===== config.mk =====
export PLATFORM = sky130hd
export DESIGN_NAME = rv_exec_top
export DESIGN_NICKNAME = d
export VERILOG_FILES = /design/src/common/rv_exec_pkg.sv /design/src/alu/alu.sv /design/src/alu/alu_controller.sv /design/src/hdl/phase_sequencer.sv /design/src/hdl/instr_decoder.sv /design/src/hdl/result_unit.sv /design/src/hdl/rv_exec_top.sv
export SDC_FILE = /design/constraint.sdc
export NUM_CORES = 1
export LEC_CHECK = 0
export BUFFER_PORTS_ARGS = -buffer_cell sky130_fd_sc_hd__clkbuf_2
export CAP_MARGIN = 20
export CORE_MARGIN = 2
export CORE_UTILIZATION = 35
export DETAILED_ROUTE_END_ITERATION = 16
export MAX_ROUTING_LAYER = met4
export PLACE_DENSITY = 0.64
export SYNTH_ARGS = -nofsm -noshare
export SYNTH_HDL_FRONTEND = slang
export SYNTH_SLANG_ARGS = --single-unit

===== constraint.sdc =====
create_clock -name clk -period 11.9 [get_ports clk]
set_clock_uncertainty 0.1 [all_clocks]
set_input_delay 2.975 -clock clk [delete_from_list [all_inputs] [get_ports clk]]
set_output_delay 2.975 -clock clk [all_outputs]
set_load 0.02 [all_outputs]

===== src/common/rv_exec_pkg.sv =====
package rv_exec_pkg;

    typedef enum logic [6:0] {
        op_r_type = 7'b0110011,
        op_i_type = 7'b0010011,
        op_load   = 7'b0000011,
        op_store  = 7'b0100011,
        op_branch = 7'b1100011,
        op_lui    = 7'b0110111,
        op_auipc  = 7'b0010111,
        op_jal    = 7'b1101111,
        op_jalr   = 7'b1100111,
        op_fence  = 7'b0001111,
        op_system = 7'b1110011
    } opcode_t;

    typedef enum logic [3:0] {
        alu_add,
        alu_sub,
        alu_and,
        alu_or,
        alu_xor,
        alu_sll,
        alu_srl,
        alu_sra,
        alu_slt,
        alu_sltu,
        alu_nop
    } alu_op_t;

    typedef enum logic [2:0] {
        ph_idle,
        ph_fetch,
        ph_decode,
        ph_execute,
        ph_writeback
    } phase_t;

    // same word, register view and immediate view
    typedef union packed {
        struct packed {
            logic [6:0] funct7;
            logic [4:0] rs2;
            logic [4:0] rs1;
            logic [2:0] funct3;
            logic [4:0] rd;
            logic [6:0] opcode;
        } r_fmt;
        struct packed {
            logic [11:0] imm12;
            logic [4:0]  rs1;
            logic [2:0]  funct3;
            logic [4:0]  rd;
            logic [6:0]  opcode;
        } i_fmt;
    } instr_u;

    // alu and shift functions, register and immediate forms
    localparam logic [2:0] f3_add_sub = 3'b000;
    localparam logic [2:0] f3_sll     = 3'b001;
    localparam logic [2:0] f3_slt     = 3'b010;
    localparam logic [2:0] f3_sltu    = 3'b011;
    localparam logic [2:0] f3_xor     = 3'b100;
    localparam logic [2:0] f3_srl_sra = 3'b101;
    localparam logic [2:0] f3_or      = 3'b110;
    localparam logic [2:0] f3_and     = 3'b111;

    // branch conditions
    localparam logic [2:0] f3_beq  = 3'b000;
    localparam logic [2:0] f3_bne  = 3'b001;
    localparam logic [2:0] f3_blt  = 3'b100;
    localparam logic [2:0] f3_bge  = 3'b101;
    localparam logic [2:0] f3_bltu = 3'b110;
    localparam logic [2:0] f3_bgeu = 3'b111;

endpackage


===== src/alu/alu.sv =====
`timescale 1ns/1ns

module alu (
    input  logic [31:0]          alu_operand1,
    input  logic [31:0]          alu_operand2,
    input  rv_exec_pkg::alu_op_t alu_op,
    output logic [31:0]          alu_result
);
    import rv_exec_pkg::*;

    logic [4:0] shamt;

    assign shamt = alu_operand2[4:0];

    always_comb begin
        case (alu_op)
            alu_add:  alu_result = alu_operand1 + alu_operand2;
            alu_sub:  alu_result = alu_operand1 - alu_operand2;
            alu_and:  alu_result = alu_operand1 & alu_operand2;
            alu_or:   alu_result = alu_operand1 | alu_operand2;
            alu_xor:  alu_result = alu_operand1 ^ alu_operand2;
            alu_sll:  alu_result = alu_operand1 << shamt;
            alu_srl:  alu_result = alu_operand1 >> shamt;
            alu_sra:  alu_result = $signed(alu_operand1) >>> shamt; // sign fill
            alu_slt:  alu_result = {31'b0, $signed(alu_operand1) < $signed(alu_operand2)};
            alu_sltu: alu_result = {31'b0, alu_operand1 < alu_operand2};
            default:  alu_result = '0; // nop
        endcase
    end
endmodule


===== src/alu/alu_controller.sv =====
`timescale 1ns/1ns

module alu_controller (
    input  logic                 clk,
    input  logic                 arst_n,
    input  rv_exec_pkg::phase_t  next_phase,
    input  rv_exec_pkg::opcode_t opcode,
    input  logic [2:0]           funct3,
    input  logic                 funct7_5,
    input  logic [31:0]          rs1_val,
    input  logic [31:0]          rs2_val,
    input  logic [31:0]          imm,
    input  logic [31:0]          now_pc,
    output logic [31:0]          alu_operand1,
    output logic [31:0]          alu_operand2,
    output rv_exec_pkg::alu_op_t alu_op
);
    import rv_exec_pkg::*;

    logic [31:0] sel_operand1;
    logic [31:0] sel_operand2;
    alu_op_t     sel_op;

    // registered one phase early, so select on the phase being entered
    always_comb begin
        sel_operand1 = '0;
        sel_operand2 = '0;
        sel_op       = alu_nop;
        case (next_phase)
            ph_decode: begin
                case (opcode)
                    op_jal, op_branch: begin // pc relative target
                        sel_operand1 = now_pc;
                        sel_operand2 = imm;
                        sel_op       = alu_add;
                    end
                    op_jalr: begin
                        sel_operand1 = rs1_val;
                        sel_operand2 = imm;
                        sel_op       = alu_add;
                    end
                    default: ;
                endcase
            end
            ph_execute: begin
                case (opcode)
                    op_r_type, op_i_type: begin
                        sel_operand1 = rs1_val;
                        sel_operand2 = (opcode == op_r_type) ? rs2_val : imm;
                        case (funct3)
                            f3_add_sub: sel_op = (opcode == op_r_type && funct7_5) ?
                                                 alu_sub : alu_add; // no subi
                            f3_sll:     sel_op = alu_sll;
                            f3_slt:     sel_op = alu_slt;
                            f3_sltu:    sel_op = alu_sltu;
                            f3_xor:     sel_op = alu_xor;
                            f3_srl_sra: sel_op = funct7_5 ? alu_sra : alu_srl;
                            f3_or:      sel_op = alu_or;
                            f3_and:     sel_op = alu_and;
                        endcase
                    end
                    op_branch: begin
                        case (funct3)
                            f3_beq, f3_bne:   sel_op = alu_sub;  // zero test
                            f3_blt, f3_bge:   sel_op = alu_slt;
                            f3_bltu, f3_bgeu: sel_op = alu_sltu;
                            default:          sel_op = alu_nop;
                        endcase
                        if (sel_op != alu_nop) begin
                            sel_operand1 = rs1_val;
                            sel_operand2 = rs2_val;
                        end
                    end
                    op_load, op_store, op_jalr: begin
                        sel_operand1 = rs1_val;
                        sel_operand2 = imm;
                        sel_op       = alu_add;
                    end
                    op_lui: begin
                        sel_operand2 = imm; // 0 + imm
                        sel_op       = alu_add;
                    end
                    op_auipc, op_jal: begin
                        sel_operand1 = now_pc;
                        sel_operand2 = imm;
                        sel_op       = alu_add;
                    end
                    default: ; // fence, system
                endcase
            end
            default: ;
        endcase
    end

    always_ff @(posedge clk or negedge arst_n) begin
        if (!arst_n) begin
            alu_operand1 <= '0;
            alu_operand2 <= '0;
            alu_op       <= alu_nop;
        end else begin
            alu_operand1 <= sel_operand1;
            alu_operand2 <= sel_operand2;
            alu_op       <= sel_op;
        end
    end
endmodule


===== src/hdl/phase_sequencer.sv =====
`timescale 1ns/1ns

module phase_sequencer (
    input  logic                clk,
    input  logic                arst_n,
    input  logic                start,
    output rv_exec_pkg::phase_t phase,
    output rv_exec_pkg::phase_t next_phase,
    output logic                busy,
    output logic                done
);
    import rv_exec_pkg::*;

    always_comb begin
        case (phase)
            ph_idle:      next_phase = start ? ph_fetch : ph_idle; // start dropped elsewhere
            ph_fetch:     next_phase = ph_decode;
            ph_decode:    next_phase = ph_execute;
            ph_execute:   next_phase = ph_writeback;
            ph_writeback: next_phase = ph_idle;
            default:      next_phase = ph_idle;
        endcase
    end

    always_ff @(posedge clk or negedge arst_n) begin
        if (!arst_n) begin
            phase <= ph_idle;
        end else begin
            phase <= next_phase;
        end
    end

    assign busy = (phase != ph_idle);
    assign done = (phase == ph_writeback); // single cycle, writeback lasts one
endmodule


===== src/hdl/instr_decoder.sv =====
`timescale 1ns/1ns

module instr_decoder (
    input  logic                 clk,
    input  logic                 arst_n,
    input  logic                 start,
    input  logic [31:0]          instr,
    input  logic [31:0]          pc,
    input  logic [31:0]          rs1_data,
    input  logic [31:0]          rs2_data,
    input  rv_exec_pkg::phase_t  phase,
    output rv_exec_pkg::opcode_t opcode,
    output logic [2:0]           funct3,
    output logic                 funct7_5,
    output logic [4:0]           rd_addr,
    output logic [31:0]          imm,
    output logic [31:0]          now_pc,
    output logic [31:0]          rs1_val,
    output logic [31:0]          rs2_val,
    output logic                 illegal
);
    import rv_exec_pkg::*;

    instr_u      ir;
    logic        accept;
    logic [31:0] imm_i;
    logic [31:0] imm_s;
    logic [31:0] imm_b;
    logic [31:0] imm_u;
    logic [31:0] imm_j;

    assign accept = start && (phase == ph_idle);

    always_ff @(posedge clk or negedge arst_n) begin
        if (!arst_n) begin
            ir <= 32'h0000_0013; // addi x0, x0, 0
        end else if (accept) begin
            ir <= instr;
        end
    end

    always_ff @(posedge clk) begin
        if (accept) begin
            now_pc  <= pc;
            rs1_val <= rs1_data;
            rs2_val <= rs2_data;
        end
    end

    assign opcode   = opcode_t'(ir.r_fmt.opcode);
    assign funct3   = ir.r_fmt.funct3;
    assign funct7_5 = ir.r_fmt.funct7[5]; // sub and sra select
    assign rd_addr  = ir.r_fmt.rd;

    assign imm_i = {{20{ir.i_fmt.imm12[11]}}, ir.i_fmt.imm12};
    assign imm_s = {{20{ir[31]}}, ir.r_fmt.funct7, ir.r_fmt.rd};
    assign imm_b = {{20{ir[31]}}, ir[7], ir[30:25], ir[11:8], 1'b0};
    assign imm_u = {ir[31:12], 12'b0};
    assign imm_j = {{12{ir[31]}}, ir[19:12], ir[20], ir[30:21], 1'b0};

    always_comb begin
        case (opcode)
            op_store:         imm = imm_s;
            op_branch:        imm = imm_b;
            op_lui, op_auipc: imm = imm_u;
            op_jal:           imm = imm_j;
            default:          imm = imm_i; // alu imm, load, jalr
        endcase
    end

    always_comb begin
        case (opcode)
            op_r_type: illegal = !(ir.r_fmt.funct7 == 7'b0000000 ||
                                   (ir.r_fmt.funct7 == 7'b0100000 &&
                                    (funct3 == f3_add_sub || funct3 == f3_srl_sra)));
            op_i_type: begin
                case (funct3)
                    f3_sll:     illegal = (ir.r_fmt.funct7 != 7'b0000000);
                    f3_srl_sra: illegal = (ir.r_fmt.funct7 != 7'b0000000) &&
                                          (ir.r_fmt.funct7 != 7'b0100000);
                    default:    illegal = 1'b0;
                endcase
            end
            op_load:   illegal = (funct3 == 3'b011) || (funct3[2:1] == 2'b11);
            op_store:  illegal = funct3[2] || (funct3 == 3'b011);
            op_branch: illegal = (funct3[2:1] == 2'b01);
            op_jalr:   illegal = (funct3 != 3'b000);
            op_lui, op_auipc, op_jal, op_fence, op_system: illegal = 1'b0;
            default:   illegal = 1'b1; // unknown opcode
        endcase
    end
endmodule


===== src/hdl/result_unit.sv =====
`timescale 1ns/1ns

module result_unit (
    input  logic                 clk,
    input  logic                 arst_n,
    input  rv_exec_pkg::phase_t  phase,
    input  rv_exec_pkg::opcode_t opcode,
    input  logic [2:0]           funct3,
    input  logic [31:0]          now_pc,
    input  logic [31:0]          alu_result,
    output logic                 rd_we,
    output logic [31:0]          rd_data,
    output logic [31:0]          next_pc,
    output logic [31:0]          mem_addr,
    output logic                 mem_read,
    output logic                 mem_write
);
    import rv_exec_pkg::*;

    logic [31:0] target;
    logic [31:0] pc_plus4;
    logic        taken;
    logic        link;

    assign pc_plus4 = now_pc + 32'd4;
    assign link     = (opcode == op_jal) || (opcode == op_jalr);

    // sub result for eq and ne, compare bit for the rest
    always_comb begin
        case (funct3)
            f3_beq:  taken = (alu_result == 32'd0);
            f3_bne:  taken = (alu_result != 32'd0);
            f3_blt:  taken = alu_result[0];
            f3_bge:  taken = !alu_result[0];
            f3_bltu: taken = alu_result[0];
            f3_bgeu: taken = !alu_result[0];
            default: taken = 1'b0;
        endcase
    end

    always_ff @(posedge clk or negedge arst_n) begin
        if (!arst_n) begin
            rd_we     <= 1'b0;
            mem_read  <= 1'b0;
            mem_write <= 1'b0;
        end else if (phase == ph_execute) begin
            rd_we     <= (opcode inside {op_r_type, op_i_type, op_lui, op_auipc,
                                         op_jal, op_jalr});
            mem_read  <= (opcode == op_load);
            mem_write <= (opcode == op_store);
        end
    end

    always_ff @(posedge clk) begin
        if (phase == ph_decode) begin
            target <= alu_result; // jump or branch target
        end
        if (phase == ph_execute) begin
            rd_data  <= link ? pc_plus4 : alu_result;
            mem_addr <= alu_result;
            case (opcode)
                op_jal:    next_pc <= target;
                op_jalr:   next_pc <= {target[31:1], 1'b0};
                op_branch: next_pc <= taken ? target : pc_plus4;
                default:   next_pc <= pc_plus4;
            endcase
        end
    end
endmodule


===== src/hdl/rv_exec_top.sv =====
`timescale 1ns/1ns

module rv_exec_top (
    input  logic        clk,
    input  logic        arst_n,
    input  logic        start,
    input  logic [31:0] instr,
    input  logic [31:0] pc,
    input  logic [31:0] rs1_data,
    input  logic [31:0] rs2_data,
    output logic        busy,
    output logic        done,
    output logic [4:0]  rd_addr,
    output logic        rd_we,
    output logic [31:0] rd_data,
    output logic [31:0] next_pc,
    output logic [31:0] mem_addr,
    output logic        mem_read,
    output logic        mem_write,
    output logic        illegal
);
    import rv_exec_pkg::*;

    phase_t      phase;
    phase_t      next_phase;
    opcode_t     opcode;
    logic [2:0]  funct3;
    logic        funct7_5;
    logic [31:0] imm;
    logic [31:0] now_pc;
    logic [31:0] rs1_val;
    logic [31:0] rs2_val;
    logic [31:0] alu_operand1;
    logic [31:0] alu_operand2;
    alu_op_t     alu_op;
    logic [31:0] alu_result;
    logic        ru_rd_we;
    logic [31:0] ru_next_pc;
    logic        ru_mem_read;
    logic        ru_mem_write;

    phase_sequencer u_phase_sequencer (
        .clk        (clk),
        .arst_n     (arst_n),
        .start      (start),
        .phase      (phase),
        .next_phase (next_phase),
        .busy       (busy),
        .done       (done)
    );

    instr_decoder u_instr_decoder (
        .clk      (clk),
        .arst_n   (arst_n),
        .start    (start),
        .instr    (instr),
        .pc       (pc),
        .rs1_data (rs1_data),
        .rs2_data (rs2_data),
        .phase    (phase),
        .opcode   (opcode),
        .funct3   (funct3),
        .funct7_5 (funct7_5),
        .rd_addr  (rd_addr),
        .imm      (imm),
        .now_pc   (now_pc),
        .rs1_val  (rs1_val),
        .rs2_val  (rs2_val),
        .illegal  (illegal)
    );

    alu_controller u_alu_controller (
        .clk          (clk),
        .arst_n       (arst_n),
        .next_phase   (next_phase),
        .opcode       (opcode),
        .funct3       (funct3),
        .funct7_5     (funct7_5),
        .rs1_val      (rs1_val),
        .rs2_val      (rs2_val),
        .imm          (imm),
        .now_pc       (now_pc),
        .alu_operand1 (alu_operand1),
        .alu_operand2 (alu_operand2),
        .alu_op       (alu_op)
    );

    alu u_alu (
        .alu_operand1 (alu_operand1),
        .alu_operand2 (alu_operand2),
        .alu_op       (alu_op),
        .alu_result   (alu_result)
    );

    result_unit u_result_unit (
        .clk        (clk),
        .arst_n     (arst_n),
        .phase      (phase),
        .opcode     (opcode),
        .funct3     (funct3),
        .now_pc     (now_pc),
        .alu_result (alu_result),
        .rd_we      (ru_rd_we),
        .rd_data    (rd_data),
        .next_pc    (ru_next_pc),
        .mem_addr   (mem_addr),
        .mem_read   (ru_mem_read),
        .mem_write  (ru_mem_write)
    );

    // illegal instruction retires with no side effects
    assign rd_we     = ru_rd_we && !illegal;
    assign mem_read  = ru_mem_read && !illegal;
    assign mem_write = ru_mem_write && !illegal;
    assign next_pc   = illegal ? now_pc + 32'd4 : ru_next_pc;
endmodule


==> metrics, run 1 <==
status completed; largest net degree at the start of global routing 85; Tmin final 7520 ps; yosys warns 0; slowest stage delay, CP 930 ps; Hold-fix buffers, CTS 0; most common cell in the netlist nor2_1; Hold Path Class register to register; DR vias/cell 6.28; VDD IR-drop max 0.000130 V; Nets 2830; initial drt markers 2598; register area share after synthesis 40.4%; Post-Syn Nets 2659; Slew headroom 16.7%; Post-Synthesis Cells 2420; Detailed Routing Iterations Pass 1 5; Async SR Flop Fraction 32.1%; CP delay by family, top compound AO/OA/AOI/OAI gates; f_max 133 MHz; max cap viols 0; CP max FO 41; EDFF count, synth 224; initial core utilization 35.4%; Critical Path RT 12080 ps; CTS buffer count 36; Buf+Inv Stages, Crit Path 2; clk sink count 330; critical path launch point type register; Max Slew Vio Count 0; vias in the first global route 21200; Avg WL per Cell 32.0 um; Unique masters post-synth 97; setup TNS 0 ps; initial antenna violation count 6; most common library cells after synthesis nor2_1, edfxtp_1, nand2_1; die area 68500 sq um; worst-path cell chain buf_4 > ha_1 > fa_1 > o21bai_1 > a2111oi_2 > nor3_1 > a221oi_1 > o21ai_1 > a221o_1 > a21oi_1 > nand3_1 > o31a_1 > or3b_1 > a21oi_4 > buf_4 > mux2_1; post-DP HPWL 86.1 mm; crit path DAT 7700 ps; clock root cell clkbuf_16; remaining antenna violation count 0; share of the synthesized area in the top cell type 28.9%; CP dominant cell by count buf_4; CP max stage cell a221oi_1; DIE WIDTH 262 um; Cell Rows 94; Routed WL 112 mm; Crit. End Element register; Main synth FF type edfxtp_1; Syn Area/Cell 9.61 sq um; final period utilization 63.2%; CTS tree done; Core Area 65700 sq um; PwrDens 176 nW/um^2; cell taking the most area after synthesis edfxtp_1; Final GP Congestion 1.06; DRC Markers 0; synth top area cells edfxtp_1, dfrtp_1, ha_1; layout cells sized above 1 19.5%; # port buffers 237; final setup fails 0; # H-tree levels 2; Post-CTS Resized 0; WHS 356 ps; Max Root-Sink Buffers 3; Crit Path Category register to register; Static Leak 10.1 nW; GR Overflow Total 0; Top Ports 238; Slew @ Worst Pin 1230 ps; Seq cells post-synth 330; Die Ht 262 um; GRT Overall Usage 32.8%; clock latency on the worst-skew pair 560 ps; area added between synthesis and finish 14.4%; Worst-path clk slew 60 ps; Final Hold Viols 0; vias 21900; Post-Syn Area 23300 sq um; first-pass GRT wire length 156 mm; RSZ-0062 raised after global routing false; # Post-CTS Setup Buffers 0
-- worst register-to-register path: stages, from the launching register on --
cell and delay (ps):
dfrtp_4 640, buf_4 590, ha_1 370, fa_1 250, o21bai_1 140, a2111oi_2 650
nor3_1 240, a221oi_1 930, o21ai_1 460, a221o_1 430, a21oi_1 410, nand3_1 220
o31a_1 340, or3b_1 420, a21oi_4 160, buf_4 480, mux2_1 410
-- path summary, 6_finish.rpt --
check	start	end	slack, ps	depth (start not counted)
max	u_alu_controller.alu_operand2[0]	u_result_unit.next_pc[24]	4380	16
min	u_instr_decoder.rs2_val[1]	u_alu_controller.alu_operand2[1]	360	2
max reg2reg	u_alu_controller.alu_operand2[0]	u_result_unit.next_pc[24]	4380	16
min reg2reg	u_instr_decoder.rs2_val[1]	u_alu_controller.alu_operand2[1]	360	2
max in group asynchronous	arst_n	u_alu_controller.alu_operand1[24]	8500	3
min in group asynchronous	arst_n	u_instr_decoder.ir[7]	2200	1
-- layout make-up --
cell class / count / area (sq um)
fillers: 6512 / 39100
multi-input cells: 1787 / 12700
flip-flops and latches: 330 / 9390
repair buffers: 305 / 1740
well taps: 864 / 1080
clock buffers: 55 / 1030
inverters: 131 / 492
clock inverters: 11 / 153
diodes: 4 / 10.0
-- flip-flops by register name (all words and copies together) (netlist names) --
| signal | flops |
|---|---|
| u_instr_decoder.now_pc | 32 |
| u_result_unit.rd_we | 1 |
| u_instr_decoder.rs2_val | 32 |
| u_alu_controller.alu_operand1 | 32 |
| u_result_unit.target | 32 |
| u_result_unit.next_pc | 32 |
| u_result_unit.mem_write | 1 |
| u_result_unit.mem_read | 1 |
| u_alu_controller.alu_op | 4 |
| u_result_unit.rd_data | 32 |
| u_alu_controller.alu_operand2 | 32 |
| u_instr_decoder.rs1_val | 32 |
| u_instr_decoder.ir | 32 |
| u_result_unit.mem_addr | 32 |
| u_phase_sequencer.phase | 3 |
-- where the power goes --
group,internal [W],switching (W),total (W)
clock network,0.000671,0.000460,0.00113
registers,0.00157,0.000210,0.00178
logic,0.000576,0.00121,0.00178
-- logic make-up (layout without fill, tap and decap cells) --
group	Yosys count	after routing	share of synthesized area, %
simple gates	736	736	15.0
mux	226	226	11.9
fa+ha+maj	108	108	5.87
compound gates	669	669	19.8
xor+xnor	48	48	1.81
buf+inv	303	502	5.36
other cells	0	4	0
flops	330	330	40.4
-- cell usage in the layout, fill, tap and decap left out, types with 38 or more instances in the layout --
master and instances:
mux2i_1 86, edfxtp_1 224, nand3_1 56, clkbuf_2 236, a21oi_1 154, mux2_2 87, clkbuf_16 38, nand2_1 171
dfrtp_1 98, o21ai_0 104, a22oi_1 50, buf_4 66, nor3_1 52, inv_1 126, nor2_1 258, ha_1 106
-- stage by stage --
stage                     worst slack [ps]  area [sq um]  util, %  power [W]  std cells
after floorplan                       4890         23300        -    0.00287       2420
after global placement                4610         25400     38.6    0.00351       3414
after detailed placement              4630         25400     38.6    0.00353       3415
after CTS                             4580         26500     40.4    0.00467       3481
after global routing                  4120         26600     40.5    0.00489       3485
final                                 4380         26600     40.5    0.00469       3487
-- per-layer routing --
metal	vias up	wire, um	global-route usage, %
met5	-	0	-
met4	0	6320	15.4
met3	277	9900	6.89
met2	1253	49900	49.8
met1	11000	45500	41.8
li1	9412	-	-
No activity file was read; power rests on OpenSTA's default activity.
==> run 2: changes to the inputs <==
--- a/config.mk
+++ b/config.mk
@@ -5,13 +5,14 @@
 export SDC_FILE = /design/constraint.sdc
 export NUM_CORES = 1
 export LEC_CHECK = 0
+export ABC_AREA = 1
 export BUFFER_PORTS_ARGS = -buffer_cell sky130_fd_sc_hd__clkbuf_2
 export CAP_MARGIN = 20
 export CORE_MARGIN = 2
 export CORE_UTILIZATION = 35
 export DETAILED_ROUTE_END_ITERATION = 16
 export MAX_ROUTING_LAYER = met4
-export PLACE_DENSITY = 0.64
+export PLACE_DENSITY = 0.66
 export SYNTH_ARGS = -nofsm -noshare
 export SYNTH_HDL_FRONTEND = slang
 export SYNTH_SLANG_ARGS = --single-unit
==> constraint.sdc (replaced) <==
create_clock -name clk -period 6.9 [get_ports clk]
set_clock_uncertainty 0.1 [all_clocks]
set_input_delay 1.725 -clock clk [delete_from_list [all_inputs] [get_ports clk]]
set_output_delay 1.725 -clock clk [all_outputs]
set_load 0.02 [all_outputs]
==> metrics, run 2 <==
CTS tree done; GRT Overall Usage 30.0%; share of the synthesized area in the top cell type 26.5%; Worst-path clk slew 80 ps; DRC Markers 0; setup TNS 0 ps; Power, Total 0.00833 W; crit path DAT 4270 ps; Post-Syn Area 25400 sq um; vias 26700; clk sink count 330; initial core utilization 35.4%; most common cell in the netlist nand2_1; fraction of the mapped netlist area in simple logic gates 35.9%; Max Root-Sink Buffers 3; Main synth FF type edfxtp_1; Cell Rows 98; post-synthesis compound-gate area fraction 9.97%; Crit Path Category register to primary output; Hold Path Class register to register; Max Slew Vio Count 0; # Post-CTS Setup Buffers 0; Synth Area in Adders 5.37%; Seq cells post-synth 330; status completed; multiplexer area fraction after synthesis 0%; yosys warns 0; non-filler cells, final 4848; Slew headroom 25.6%; dpl cells 4779; vias in the first global route 24300; Unique masters post-synth 53; register area share after synthesis 36.9%; clock root cell clkbuf_16; commonest non-fill, non-tap cell in the layout nand2_1; CTS buffer count 37; Critical Path RT 5080 ps; most common library cells after synthesis nand2_1, nand3_1, inv_1; remaining antenna violation count 0; post-DP HPWL 88.7 mm; Async SR Flop Fraction 32.1%; Static Leak 14.0 nW; WHS 372 ps; layout cells sized above 1 11.1%; cell area after layout 28600 sq um; Final GP Congestion 1.01; # H-tree levels 2; Core Area 71700 sq um; Routed WL 112 mm; # port buffers 237; Top Ports 238; largest net degree at the start of global routing 83; Tmin final 6100 ps; Detailed Routing Iterations Pass 1 6; Avg WL per Cell 23.1 um; Crit. End Element primary output; f_max 164 MHz; initial drt markers 3452; clock latency on the worst-skew pair 570 ps; die area 74800 sq um; max cap viols 0; Hold-fix buffers, CTS 0; EDFF count, synth 224; critical path launch point type register; Setup crit start u_instr_decoder.now_pc[3]; most frequent cells in the layout nand2_1, nand3_1, inv_1; Post-CTS Resized 0; R2R Path Start u_alu_controller.alu_operand2[1]; hold wc startpoint u_instr_decoder.rs2_val[7]; synth top area cells edfxtp_1, nand2_1, nand3_1; Synth Area in XOR/XNOR 0.482%; VDD IR-drop max 0.000351 V; largest family of logic cells by synthesized area simple AND/OR/NAND/NOR gates; RSZ-0062 raised after global routing false; GR Overflow Total 0; DIE WIDTH 274 um; PwrDens 291 nW/um^2; initial antenna violation count 3; final setup fails 0; DR vias/cell 5.51; Nets 4107; Die Ht 274 um; CP max FO 4; Syn Area/Cell 6.84 sq um; Area after DPL 27300 sq um; Post-Syn Nets 3955; Post-Synthesis Cells 3716; Final Hold Viols 0; first-pass GRT wire length 161 mm; final period utilization 88.4%; Slew @ Worst Pin 1120 ps; area added between synthesis and finish 12.5%; cell taking the most area after synthesis edfxtp_1
[run 2: cells by family (layout without fill, tap and decap cells)]
logic type               after synthesis  after routing
AO/OA/AOI/OAI                        432            432
flip-flops                           330            330
XOR/XNOR                              14             14
AND/OR/NAND/NOR                     2121           2121
other                                  0              2
adder cells (fa/ha/maj)              108            108
buffers and inverters                711            891
[run 2: critical path, cell delays in order, from the launching register on]
cell and delay (ps):
edfxtp_1 590, ha_1 290, nand4_1 170, nor2_1 170, inv_1 80, nor3_2 140, nand2_1 150, nor2_1 110
inv_1 60, nor2_1 120, inv_1 90, nor2_1 140, nand2_1 90, nor2_1 200, nand2_1 160, nor2_1 170
nand4_1 120, nor2_1 150, nand2_1 80, xor2_1 360, o21ai_1 110, clkbuf_2 170
[run 2: cell type report]
type,instances,area (sq um)
Clock inverter,16,248
Tap cell,950,1190
Antenna cell,2,5.00
Sequential cell,330,9390
Fill cell,7551,43100
Inverter,548,2070
Clock buffer,51,1020
Multi-Input combinational cell,2675,13200
Timing Repair Buffer,276,1480
[run 2: worst paths after layout]
kind / endpoint / slack [ps] / cells past startpoint
hold / removal: u_alu_controller.alu_operand2[7] / 370 / 2
max in group asynchronous: u_alu_controller.alu_operand2[1] / 4470 / 2
setup reg to reg: u_result_unit.next_pc[31] / 1010 / 24
hold reg to reg: u_alu_controller.alu_operand2[7] / 370 / 2
setup / recovery: next_pc[28] / 800 / 21
min in group asynchronous: u_phase_sequencer.phase[2] / 1150 / 1
[run 2: where the power goes]
group | internal (W) | switching, W
clock network | 0.00127 | 0.000823
registers | 0.00267 | 0.000322
logic | 0.000820 | 0.00243
[run 2: stage by stage]
stage	worst slack, ps	util, %
2_1_floorplan	1150	-
3_3_place_gp	1310	38.1
5_1_grt	435	39.9
6_report	801	39.9
4_1_cts	887	39.9
3_5_place_dp	1250	38.1
[run 2: per-layer routing]
metal  share of wire (%)  global-route usage, %
met1                  42                   41.1
met2                  44                   45.7
met5                   0                      -
met3                 8.7                   3.28
met4                 4.5                   11.4
